<file path="src/pinmux_pad_pkg.sv">
// --------------------
// Pad-side definitions for the pin multiplexer
// Pad count, strap pads, pad to GPIO bit map,
// pad owner encoding and peripheral signal bundles
// --------------------
`default_nettype none

package pinmux_pad_pkg;

  // Arduino-style pads, pad p sits on digital_io[p+5]
  localparam int NUM_PADS = 23;
  // Ports B, C and D, PC7 has no pad
  localparam int NUM_GPIO = 24;
  localparam int STRAP_W  = 6;

  // Strap bit order, strap[0] first
  localparam int unsigned STRAP_PADS [STRAP_W] = '{2, 5, 8, 12, 13, 16};

  // GPIO bit per pad
  // Port B at 7:0, port C at 15:8, port D at 23:16
  localparam int unsigned PAD_GPIO_BIT [NUM_PADS] = '{
    14, 16, 17, 18, 19, 20, 6, 7,
    21, 22, 23, 0, 1, 2, 3, 4,
    5, 8, 9, 10, 11, 12, 13
  };

  // --------------------
  // Pad owner
  // --------------------
  typedef enum logic [4:0] {
    FUNC_IN,
    FUNC_GPIO_OUT,
    FUNC_STRAP,
    FUNC_UART_RX0, FUNC_UART_RX1, FUNC_UART_TX0, FUNC_UART_TX1,
    FUNC_INT0, FUNC_INT1,
    FUNC_PWM0, FUNC_PWM1, FUNC_PWM2, FUNC_PWM3, FUNC_PWM4, FUNC_PWM5,
    FUNC_SPIM_CS0, FUNC_SPIM_CS1, FUNC_SPIM_CS2, FUNC_SPIM_CS3,
    FUNC_SPIM_MOSI_IN, FUNC_SPIM_MISO_OUT, FUNC_SPIM_SCK,
    FUNC_I2C_SDA, FUNC_I2C_SCL
  } pad_func_e;

  // One owner per pad
  typedef pad_func_e [NUM_PADS-1:0] pad_func_t;

  // --------------------
  // Peripheral bundles
  // --------------------
  // Peripherals toward pads
  typedef struct packed {
    logic [1:0] uart_txd;
    logic [5:0] pwm_wfm;
    logic       spim_sck;
    logic [3:0] spim_ssn;
    logic       spim_miso;
    logic       i2cm_clk_o;
    logic       i2cm_clk_oen;
    logic       i2cm_data_o;
    logic       i2cm_data_oen;
  } periph_out_t;

  // Pads toward peripherals
  typedef struct packed {
    logic [1:0] uart_rxd;
    logic [1:0] ext_intr;
    logic       spim_mosi;
    logic       i2cm_clk_i;
    logic       i2cm_data_i;
  } periph_in_t;

  // Idle levels, UART receive lines rest high
  localparam periph_in_t PERIPH_IN_IDLE = '{
    uart_rxd:    2'b11,
    ext_intr:    2'b00,
    spim_mosi:   1'b0,
    i2cm_clk_i:  1'b0,
    i2cm_data_i: 1'b0
  };

endpackage

`default_nettype wire
</file>
<file path="src/pinmux_reg_pkg.sv">
// --------------------
// Register-side definitions for the pin multiplexer
// Addresses, multi-function fields, Wishbone bundles
// --------------------
`default_nettype none

package pinmux_reg_pkg;

  import pinmux_pad_pkg::NUM_GPIO;

  localparam int WB_ADR_W = 3;

  // Word addresses
  localparam logic [WB_ADR_W-1:0] REG_MULTI_FUNC = 3'd0;
  localparam logic [WB_ADR_W-1:0] REG_GPIO_DIR   = 3'd1;
  localparam logic [WB_ADR_W-1:0] REG_GPIO_OUT   = 3'd2;
  localparam logic [WB_ADR_W-1:0] REG_GPIO_IN    = 3'd3;
  localparam logic [WB_ADR_W-1:0] REG_STRAP      = 3'd4;

  // Multi-function word layout
  localparam int MF_PWM_LSB     = 0;
  localparam int MF_PWM_MSB     = 5;
  localparam int MF_INT_LSB     = 6;
  localparam int MF_INT_MSB     = 7;
  localparam int MF_UART_LSB    = 8;
  localparam int MF_UART_MSB    = 9;
  localparam int MF_SPIM_BIT    = 10;
  localparam int MF_SPIM_CS_LSB = 11;
  localparam int MF_SPIM_CS_MSB = 14;
  localparam int MF_I2CM_BIT    = 15;
  localparam logic [31:0] MF_USED_MASK = 32'h0000_FFFF;

  // Strap register layout
  localparam int STRAP_HOLD_BIT = 0;
  localparam int STRAP_VAL_LSB  = 8;

  typedef struct packed {
    logic                cyc;
    logic                stb;
    logic                we;
    logic [WB_ADR_W-1:0] adr;
    logic [31:0]         dat;
  } wb_req_t;

  typedef struct packed {
    logic        ack;
    logic [31:0] dat;
  } wb_rsp_t;

  typedef struct packed {
    logic [31:0]         multi_func;
    logic [NUM_GPIO-1:0] gpio_dir;
    logic [NUM_GPIO-1:0] gpio_out;
    logic                strap_hold;
  } pinmux_cfg_t;

  typedef enum logic {
    WB_IDLE,
    WB_ACK
  } wb_state_e;

endpackage

`default_nettype wire

</file>
<file path="src/pinmux_top.sv">
// --------------------
// Pin multiplexer top
// Register block, owner decode, output and input stages
// --------------------
`default_nettype none

module pinmux_top
  import pinmux_pad_pkg::*;
  import pinmux_reg_pkg::*;
(
  input  wire logic                mclk_i,
  input  wire logic                arst_n_i,
  input  wire wb_req_t             wb_req_i,
  output wb_rsp_t                  wb_rsp_o,
  input  wire periph_out_t         periph_out_i,
  output periph_in_t               periph_in_o,
  input  wire logic [NUM_PADS-1:0] pad_in_i,
  output logic [NUM_PADS-1:0]      pad_out_o,
  output logic [NUM_PADS-1:0]      pad_oen_o
);

  pinmux_cfg_t         cfg;
  pad_func_t           pad_func;
  logic [NUM_GPIO-1:0] gpio_in;

  // Configuration and strap capture
  pinmux_wb_regs u_regs (
    .mclk_i    (mclk_i),
    .arst_n_i  (arst_n_i),
    .wb_req_i  (wb_req_i),
    .wb_rsp_o  (wb_rsp_o),
    .pad_in_i  (pad_in_i),
    .gpio_in_i (gpio_in),
    .cfg_o     (cfg)
  );

  pad_func_decode u_decode (
    .cfg_i      (cfg),
    .pad_func_o (pad_func)
  );

  pad_out_drive u_out (
    .pad_func_i   (pad_func),
    .gpio_out_i   (cfg.gpio_out),
    .periph_out_i (periph_out_i),
    .pad_out_o    (pad_out_o),
    .pad_oen_o    (pad_oen_o)
  );

  pad_in_route u_in (
    .pad_func_i  (pad_func),
    .pad_in_i    (pad_in_i),
    .periph_in_o (periph_in_o),
    .gpio_in_o   (gpio_in)
  );

endmodule

`default_nettype wire

</file>
<file path="src/pad_in_route.sv">
// --------------------
// Pad input stage
// Every pad feeds its GPIO input bit
// Peripherals see a pad only when they own it
// --------------------
`default_nettype none

module pad_in_route
  import pinmux_pad_pkg::*;
(
  input  wire pad_func_t           pad_func_i,
  input  wire logic [NUM_PADS-1:0] pad_in_i,
  output periph_in_t               periph_in_o,
  output logic [NUM_GPIO-1:0]      gpio_in_o
);

  // GPIO input, PC7 stays zero
  always_comb begin
    gpio_in_o = '0;
    for (int p = 0; p < NUM_PADS; p++) begin
      gpio_in_o[PAD_GPIO_BIT[p]] = pad_in_i[p];
    end
  end

  // --------------------
  // Peripheral inputs
  // --------------------
  always_comb begin
    periph_in_o = PERIPH_IN_IDLE;
    for (int p = 0; p < NUM_PADS; p++) begin
      case (pad_func_i[p])
        FUNC_UART_RX0:     periph_in_o.uart_rxd[0] = pad_in_i[p];
        FUNC_UART_RX1:     periph_in_o.uart_rxd[1] = pad_in_i[p];
        FUNC_INT0:         periph_in_o.ext_intr[0] = pad_in_i[p];
        FUNC_INT1:         periph_in_o.ext_intr[1] = pad_in_i[p];
        FUNC_SPIM_MOSI_IN: periph_in_o.spim_mosi   = pad_in_i[p];
        // I2C lines read back the pad level
        FUNC_I2C_SDA:      periph_in_o.i2cm_data_i = pad_in_i[p];
        FUNC_I2C_SCL:      periph_in_o.i2cm_clk_i  = pad_in_i[p];
        default: ;
      endcase
    end
  end

endmodule

`default_nettype wire

</file>
<file path="src/pad_out_drive.sv">
// --------------------
// Pad output stage
// Drives pad value and active-low enable per owner
// --------------------
`default_nettype none

module pad_out_drive
  import pinmux_pad_pkg::*;
(
  input  wire pad_func_t           pad_func_i,
  input  wire logic [NUM_GPIO-1:0] gpio_out_i,
  input  wire periph_out_t         periph_out_i,
  output logic [NUM_PADS-1:0]      pad_out_o,
  output logic [NUM_PADS-1:0]      pad_oen_o
);

  always_comb begin
    for (int p = 0; p < NUM_PADS; p++) begin
      // Driving owners by default
      pad_out_o[p] = 1'b0;
      pad_oen_o[p] = 1'b0;
      case (pad_func_i[p])
        FUNC_GPIO_OUT:      pad_out_o[p] = gpio_out_i[PAD_GPIO_BIT[p]];
        FUNC_UART_TX0:      pad_out_o[p] = periph_out_i.uart_txd[0];
        FUNC_UART_TX1:      pad_out_o[p] = periph_out_i.uart_txd[1];
        FUNC_PWM0:          pad_out_o[p] = periph_out_i.pwm_wfm[0];
        FUNC_PWM1:          pad_out_o[p] = periph_out_i.pwm_wfm[1];
        FUNC_PWM2:          pad_out_o[p] = periph_out_i.pwm_wfm[2];
        FUNC_PWM3:          pad_out_o[p] = periph_out_i.pwm_wfm[3];
        FUNC_PWM4:          pad_out_o[p] = periph_out_i.pwm_wfm[4];
        FUNC_PWM5:          pad_out_o[p] = periph_out_i.pwm_wfm[5];
        FUNC_SPIM_CS0:      pad_out_o[p] = periph_out_i.spim_ssn[0];
        FUNC_SPIM_CS1:      pad_out_o[p] = periph_out_i.spim_ssn[1];
        FUNC_SPIM_CS2:      pad_out_o[p] = periph_out_i.spim_ssn[2];
        FUNC_SPIM_CS3:      pad_out_o[p] = periph_out_i.spim_ssn[3];
        FUNC_SPIM_MISO_OUT: pad_out_o[p] = periph_out_i.spim_miso;
        FUNC_SPIM_SCK:      pad_out_o[p] = periph_out_i.spim_sck;
        // Open-drain style, peripheral owns the enable
        FUNC_I2C_SDA: begin
          pad_out_o[p] = periph_out_i.i2cm_data_o;
          pad_oen_o[p] = periph_out_i.i2cm_data_oen;
        end
        FUNC_I2C_SCL: begin
          pad_out_o[p] = periph_out_i.i2cm_clk_o;
          pad_oen_o[p] = periph_out_i.i2cm_clk_oen;
        end
        // Input owners, strap and plain input
        default: pad_oen_o[p] = 1'b1;
      endcase
    end
  end

endmodule

`default_nettype wire

</file>
<file path="src/pad_func_decode.sv">
// --------------------
// Pad owner decode
// Picks one function per pad from the configuration
// Strap hold first, then peripherals, then GPIO
// --------------------
`default_nettype none

module pad_func_decode
  import pinmux_pad_pkg::*;
  import pinmux_reg_pkg::*;
(
  input  wire pinmux_cfg_t cfg_i,
  output pad_func_t        pad_func_o
);

  logic [5:0] pwm_enb;
  logic [1:0] int_enb;
  logic [1:0] uart_enb;
  logic       spim_enb;
  logic [3:0] cs_enb;
  logic       i2cm_enb;

  // Field split of the multi-function word
  assign pwm_enb  = cfg_i.multi_func[MF_PWM_MSB:MF_PWM_LSB];
  assign int_enb  = cfg_i.multi_func[MF_INT_MSB:MF_INT_LSB];
  assign uart_enb = cfg_i.multi_func[MF_UART_MSB:MF_UART_LSB];
  assign spim_enb = cfg_i.multi_func[MF_SPIM_BIT];
  assign cs_enb   = cfg_i.multi_func[MF_SPIM_CS_MSB:MF_SPIM_CS_LSB];
  assign i2cm_enb = cfg_i.multi_func[MF_I2CM_BIT];

  always_comb begin
    // Base owner is GPIO, direction picks in or out
    for (int p = 0; p < NUM_PADS; p++) begin
      if (cfg_i.gpio_dir[PAD_GPIO_BIT[p]]) pad_func_o[p] = FUNC_GPIO_OUT;
      else                                 pad_func_o[p] = FUNC_IN;
    end

    // PD0, UART0 receive
    if (uart_enb[0]) pad_func_o[1] = FUNC_UART_RX0;
    // PD1, UART0 transmit
    if (uart_enb[0]) pad_func_o[2] = FUNC_UART_TX0;
    // PD2, receive beats INT0
    if (uart_enb[1])     pad_func_o[3] = FUNC_UART_RX1;
    else if (int_enb[0]) pad_func_o[3] = FUNC_INT0;
    // PD3, PWM0 over INT1
    if (pwm_enb[0])      pad_func_o[4] = FUNC_PWM0;
    else if (int_enb[1]) pad_func_o[4] = FUNC_INT1;
    // PD4, UART1 transmit
    if (uart_enb[1]) pad_func_o[5] = FUNC_UART_TX1;

    // --------------------
    // PWM over chip select
    // --------------------
    if (pwm_enb[1])     pad_func_o[8] = FUNC_PWM1;
    else if (cs_enb[3]) pad_func_o[8] = FUNC_SPIM_CS3;
    if (pwm_enb[2])     pad_func_o[9] = FUNC_PWM2;
    else if (cs_enb[2]) pad_func_o[9] = FUNC_SPIM_CS2;
    if (pwm_enb[3])     pad_func_o[12] = FUNC_PWM3;
    else if (cs_enb[1]) pad_func_o[12] = FUNC_SPIM_CS1;
    if (pwm_enb[4])     pad_func_o[13] = FUNC_PWM4;
    else if (cs_enb[0]) pad_func_o[13] = FUNC_SPIM_CS0;

    // PB3, SPI master data in wins over PWM5
    if (spim_enb)        pad_func_o[14] = FUNC_SPIM_MOSI_IN;
    else if (pwm_enb[5]) pad_func_o[14] = FUNC_PWM5;
    // PB4 and PB5, SPI master data out and clock
    if (spim_enb) pad_func_o[15] = FUNC_SPIM_MISO_OUT;
    if (spim_enb) pad_func_o[16] = FUNC_SPIM_SCK;

    // PC4 and PC5, I2C master
    if (i2cm_enb) pad_func_o[21] = FUNC_I2C_SDA;
    if (i2cm_enb) pad_func_o[22] = FUNC_I2C_SCL;

    // Strap hold overrides everything on strap pads
    if (cfg_i.strap_hold) begin
      for (int s = 0; s < STRAP_W; s++) begin
        pad_func_o[STRAP_PADS[s]] = FUNC_STRAP;
      end
    end
  end

endmodule

`default_nettype wire

</file>
<file path="src/pinmux_wb_regs.sv">
// --------------------
// Pin multiplexer register block
// Wishbone classic slave, one-cycle ack
// Holds multi-function, GPIO and strap registers
// --------------------
`default_nettype none

module pinmux_wb_regs
  import pinmux_pad_pkg::*;
  import pinmux_reg_pkg::*;
(
  input  wire logic                mclk_i,
  input  wire logic                arst_n_i,
  input  wire wb_req_t             wb_req_i,
  output wb_rsp_t                  wb_rsp_o,
  input  wire logic [NUM_PADS-1:0] pad_in_i,
  input  wire logic [NUM_GPIO-1:0] gpio_in_i,
  output pinmux_cfg_t              cfg_o
);

  wb_state_e          state;
  pinmux_cfg_t        cfg_q;
  logic [STRAP_W-1:0] strap_pads;
  logic [STRAP_W-1:0] strap_q;
  logic               req;
  logic               take;
  logic [31:0]        rdata;
  logic [31:0]        rdata_q;

  assign req  = wb_req_i.cyc & wb_req_i.stb;
  // Access is taken on the edge that raises ack
  assign take = req & (state == WB_IDLE);

  // Strap pads in strap bit order
  always_comb begin
    for (int s = 0; s < STRAP_W; s++) begin
      strap_pads[s] = pad_in_i[STRAP_PADS[s]];
    end
  end

  // --------------------
  // Read mux
  // --------------------
  always_comb begin
    rdata = '0;
    case (wb_req_i.adr)
      REG_MULTI_FUNC: rdata = cfg_q.multi_func;
      REG_GPIO_DIR:   rdata[NUM_GPIO-1:0] = cfg_q.gpio_dir;
      REG_GPIO_OUT:   rdata[NUM_GPIO-1:0] = cfg_q.gpio_out;
      REG_GPIO_IN:    rdata[NUM_GPIO-1:0] = gpio_in_i;
      REG_STRAP: begin
        rdata[STRAP_HOLD_BIT]               = cfg_q.strap_hold;
        rdata[STRAP_VAL_LSB +: STRAP_W]     = strap_q;
      end
      default: rdata = '0;
    endcase
  end

  // --------------------
  // Bus FSM and writes
  // --------------------
  always_ff @(posedge mclk_i or negedge arst_n_i) begin
    if (!arst_n_i) begin
      state            <= WB_IDLE;
      cfg_q.multi_func <= '0;
      cfg_q.gpio_dir   <= '0;
      cfg_q.gpio_out   <= '0;
      // Strap pads start as inputs
      cfg_q.strap_hold <= 1'b1;
    end else begin
      case (state)
        WB_IDLE: if (req) state <= WB_ACK;
        default: state <= WB_IDLE;
      endcase
      if (take && wb_req_i.we) begin
        case (wb_req_i.adr)
          REG_MULTI_FUNC: cfg_q.multi_func <= wb_req_i.dat & MF_USED_MASK;
          REG_GPIO_DIR:   cfg_q.gpio_dir   <= wb_req_i.dat[NUM_GPIO-1:0];
          REG_GPIO_OUT:   cfg_q.gpio_out   <= wb_req_i.dat[NUM_GPIO-1:0];
          REG_STRAP:      cfg_q.strap_hold <= wb_req_i.dat[STRAP_HOLD_BIT];
          default: ;
        endcase
      end
    end
  end

  // Read data held through the ack cycle
  always_ff @(posedge mclk_i) begin
    if (take) rdata_q <= rdata;
  end

  // Straps track the pads while held, frozen once released
  always_ff @(posedge mclk_i) begin
    if (cfg_q.strap_hold) strap_q <= strap_pads;
  end

  assign wb_rsp_o.ack = (state == WB_ACK);
  assign wb_rsp_o.dat = rdata_q;
  assign cfg_o        = cfg_q;

endmodule

`default_nettype wire

</file>
<file path="config.mk">
export PLATFORM = sky130hd
export DESIGN_NAME = pinmux_top
export DESIGN_NICKNAME = d
export VERILOG_FILES = /design/src/pinmux_pad_pkg.sv /design/src/pinmux_reg_pkg.sv /design/src/pinmux_top.sv /design/src/pad_in_route.sv /design/src/pad_out_drive.sv /design/src/pad_func_decode.sv /design/src/pinmux_wb_regs.sv
export SDC_FILE = /design/constraint.sdc
export NUM_CORES = 1
export LEC_CHECK = 0
export BUFFER_PORTS_ARGS = -buffer_cell sky130_fd_sc_hd__buf_2
export CAP_MARGIN = 20
export CORE_AREA = 8 8 164 166
export DETAILED_ROUTE_END_ITERATION = 10
export DIE_AREA = 0 0 172 174
export PLACE_DENSITY = 0.82
export REMOVE_ABC_BUFFERS = 1
export SYNTH_ARGS = -nofsm -noshare
export SYNTH_HDL_FRONTEND = slang
export SYNTH_HIERARCHICAL = 1
export SYNTH_SLANG_ARGS = --single-unit
</file>
<file path="constraint.sdc">
create_clock -name mclk_i -period 3.21 [get_ports mclk_i]
set_input_delay 0.1605 -clock mclk_i [delete_from_list [all_inputs] [get_ports mclk_i]]
set_output_delay 0.1605 -clock mclk_i [all_outputs]
set_load 0.01 [all_outputs]
</file>
---- Word-level counts from Yosys, hierarchy flattened ----
Index checks and enable logic that the tools add are counted.
storage, ports and cells
  logic and storage cells ................. 811
  output and inout port bits .............. 86
  memories ................................ 0
  flip-flop bits (word level) ............. 96
  ROM bits ................................ 0
  memory bits (writable) .................. 0
  bits in latches ......................... 0
cells by class
  magnitude comparators ................... 0
  reductions and logical operators ........ 29
  multipliers ............................. 0
  multiplexer cells ....................... 262
  equal/unequal tests ..................... 510
  bitwise gates (word level) .............. 3
  $add $sub $neg .......................... 0
  shift-type cells ........................ 0
  divide/modulo/power cells ............... 0
operators by type and width
  cell                                                                   count
  5-bit by 4-bit equality test with 1-bit output, second input constant  88
  5-bit equality test, second input constant                             88
  1-bit one-hot mux with 17 select lines                                 23
  1-bit by 5-bit equality test with 1-bit output, second input constant  72
  15-bit OR reduction                                                    23
  1-bit by 4-bit equality test with 1-bit output, second input constant  72
  5-bit by 3-bit equality test with 1-bit output, second input constant  44
  1-bit two-way mux                                                      186
  1-bit by 3-bit equality test with 1-bit output, second input constant  36
  3-bit by 5-bit equality test with 1-bit output, second input constant  16
  5-bit two-way mux                                                      16
  1-bit one-hot mux with 3 select lines                                  23
  3-bit by 4-bit equality test with 1-bit output, second input constant  16
  5-bit by 1-bit equality test with 1-bit output, second input constant  11
  5-bit by 2-bit equality test with 1-bit output, second input constant  11
  2-bit by 5-bit equality test with 1-bit output, second input constant  8
  10-bit one-hot mux with 4 select lines                                 1
  2-bit by 4-bit equality test with 1-bit output, second input constant  8
  6-bit one-hot mux with 5 select lines                                  1
  7-bit one-hot mux with 4 select lines                                  1
  3-bit equality test, second input constant                             9
  1-bit by 2-bit equality test with 1-bit output, second input constant  9
  3-bit two-way mux                                                      5
  2-bit by 3-bit equality test with 1-bit output, second input constant  4
  other kinds (14)                                                       33

---- Logic depth before layout (Yosys ltp) ----
  depth in word-level cells ............... 25
  gate-level depth with buffers ........... 10
  mapped depth without buffers ............ 9

---- By module ----
The synthesis kept the hierarchy.
modules (own cells, without submodules)
  module           times used  sequential area each (um^2)  cells an instance  area each (um^2)
  pad_out_drive    1           0.0                          880                5,679.2
  pinmux_wb_regs   1           2,553.7                      283                4,463.0
  pad_in_route     1           0.0                          624                3,739.8
  pad_func_decode  1           0.0                          127                875.8

---- Worst setup path before layout ----
No wires, ideal clock.
  path kind ............................... flip-flop to output port
  from .................................... register u_regs.cfg_q (netlist bit u_regs/cfg_o[0])
  to ...................................... output periph_in_o[4] (netlist bit)
  setup slack ............................. 0.343 ns
  required time ........................... 3.049 ns
  stages on the path, launching flop included .. 9
  buffers on the path ..................... 1
  arrival ................................. 2.707 ns
  cell sequence ........................... dfstp_2 -> buf_2 -> nor3b_1 -> nand4bb_1 -> mux2_2 -> o2111ai_1 -> o311ai_0 -> a211o_1 -> a41o_1
RTL lines
  item                RTL line              text
  start: declaration  pinmux_wb_regs.sv:22  pinmux_cfg_t cfg_q;
  end: declaration    pinmux_top.sv:16      output periph_in_t periph_in_o,

==> impl_metrics.tcl <==
set metrics [dict create \
    yosys_warnings 6 \
    wl_mm 53.6 \
    cts-root-buf "clkbuf_16" \
    dp_cells 2246 \
    whs_endpoint "u_regs/cfg_o[48]" \
    cts_made_buffers 9 \
    core-area_um2 24500 \
    crit_path_start_kind "flip-flop" \
    grt_pass1_vias 14300 \
    slew_viol_final 0 \
    r2r-start "u_regs/state" \
    finClkSkew_ns 0.00650 \
    regArea_um2 2560 \
    worst-r2r-setup-slack_ns 0.91 \
    hold_depth 2 \
    finalWeightedCongestion 1.01 \
    worstHoldPathType "primary input to flip-flop" \
    hold_violations 0 \
    hpwl_mm 38.4 \
    dieArea_um2 29900 \
    synth_area_per_cell_um2 7.71 \
    reg2reg_depth 4 \
    die_x_um 172 \
    layout_min_cycle_time_ns 3.35 \
    rows 58 \
    cts_tree "yes" \
    syn_to_final_growth_pct 5.56 \
    outcome "finished with violations" \
    drc 0 \
    die_h_um 174 \
    wl_per_cell_um 23.5 \
    required_ns 3.05 \
    firstDrtPassIters 6 \
    overflow 0 \
    ant_nets 0 \
    clk_path_buf_depth 2 \
    fin_nets 2021 \
    p_leak_uw 0.00611 \
    cp-end-kind "primary output" \
    cts.sinks 96 \
    r2r-end "u_regs/cfg_o[13]" \
    critPathMaxFanout 6 \
    worstMarginPinSlew_ns 0.923 \
    pwr_density_cell_nw_per_um2 426 \
    drt-initial-drc-count 2275 \
    clk_pin_slew_ns 0.07 \
    grt_max_degree 49 \
    fin_cells 2275 \
    fin_crit_sh_pct 104 \
    nFillCells 2204 \
    maxSlewHeadroom_pct 38.5 \
    dp_slack_ns 0.152 \
    maxCapViolCount 0 \
    cts.htree.levels 3 \
    ios 167 \
    antenna_cells 0 \
    grt.total_usage_pct 34.2 \
    rsz0062_at_grt "true" \
    clock.fmax_ghz 0.299 \
    failed_checks "negative setup slack" \
    vias_per_cell 6.91 \
    grt_pass1_wl_mm 81.1 \
    syn_area_um2 14600 \
    cp.arrival_ns 3.19 \
    multiInputGateArea_um2 10600 \
    critPathKind "flip-flop to primary output" \
    numPortBuffers 150 \
    final_util_pct 63.0 \
    peakVddDrop_mv 0.443 \
    start_util_pct 59.7 \
    clock_latency_ns 0.34 \
    setup_viol 1 \
    worst_hold_startpoint "wb_req_i[23]" \
    antenna_found_initial 0 \
    postSynthCellCount 1898 \
    startpoint "u_regs/cfg_o[57]" \
    vias 15700 \
    fin_ws_ns -0.139 \
    drive_gt1_share_pct 21.0 \
]
## report_power, final
part           internal [uW]  switching, uW
Sequential              1450            328
Clock                    685            442
Combinational           1530           2150
Total                   3670           2920
## layout make-up
type | count | share of cell area, %
clock inverters | 5 | 0.526
clock buffers | 11 | 1.51
repair buffers | 220 | 8.44
multi-input cells | 1556 | 68.9
inverters | 57 | 1.38
well taps | 330 | 2.67
flip-flops and latches | 96 | 16.6
## worst max path at each step
stage,to
after floorplan,periph_in_o[2]
after global placement,periph_in_o[3]
after detailed placement,periph_in_o[3]
after CTS,periph_in_o[3]
after global routing,periph_in_o[5]
final,periph_in_o[5]
## stage by stage
stage	hold WS (ns)	TNS, ns	total power [uW]	cell area, um^2
finish	0.0700	-0.139	6590	15500
global route	0.0693	-0.123	6920	15500
CTS	0.0627	-0.0288	6320	15400
detailed placement	0.334	0	5150	15000
global placement	0.337	0	5070	15000
floorplan	-0.135	-0.402	3960	13300
## per-layer routing
metal	track usage [%]	up-vias	share of wire, %
met1	47.5	7365	40
met3	6.53	213	12
met2	50.2	1068	43
li1	-	7071	-
met4	16.1	0	5.0
met5	0	-	0
## state kept, by name, indices dropped and copies added, names as in the netlist
signal and flops:
u_regs/state 1, u_regs/strap_q 6, u_regs/cfg_o 65, u_regs/rdata_q 24
## cell usage in the layout, fill, tap and decap left out, types with 11 or more instances in the layout
| cell type | n |
|---|---|
| conb_1 | 65 |
| o2bb2ai_1 | 11 |
| buf_4 | 67 |
| nand2_1 | 183 |
| mux2_2 | 73 |
| a31oi_1 | 39 |
| nor4b_1 | 11 |
| o31ai_1 | 11 |
| nor3b_1 | 26 |
| mux2i_1 | 96 |
| a211oi_1 | 18 |
| nor4_1 | 40 |
| and3_1 | 15 |
| nand4b_1 | 16 |
| nor3_1 | 55 |
| nor2_1 | 133 |
| mux2_4 | 20 |
| o22ai_1 | 31 |
| o211ai_1 | 17 |
| nand2b_1 | 41 |
| edfxtp_1 | 30 |
| dfrtp_1 | 62 |
| a21oi_1 | 108 |
| or3_1 | 13 |
| buf_2 | 150 |
| mux4_2 | 30 |
| nand3_1 | 61 |
| nand3b_1 | 41 |
| inv_1 | 56 |
| o21ai_0 | 91 |
| nor2b_1 | 63 |
| or2_2 | 11 |
| nand4_1 | 14 |
| a22oi_1 | 24 |
## worst max-delay path: stages, from the launching register on
cell and delay, ns:
dfrtp_2 0.50, or2_2 0.36, and2_1 0.18, nor4b_1 0.16, mux2i_1 0.17, a2111oi_0 0.78
o31ai_1 0.26, a22oi_1 0.26, buf_2 0.18
## repair_timing
item | 4_1_cts | 5_1_grt
hold buffers | 1 | 0
buffers inserted | 3 | 9
hold endpoints to repair | 39 | 0
endpoints found under the setup margin | 4 | 7
pin swaps | 3 | 2
gates resized for setup | 8 | 9
(Power assumes the default switching activity.)
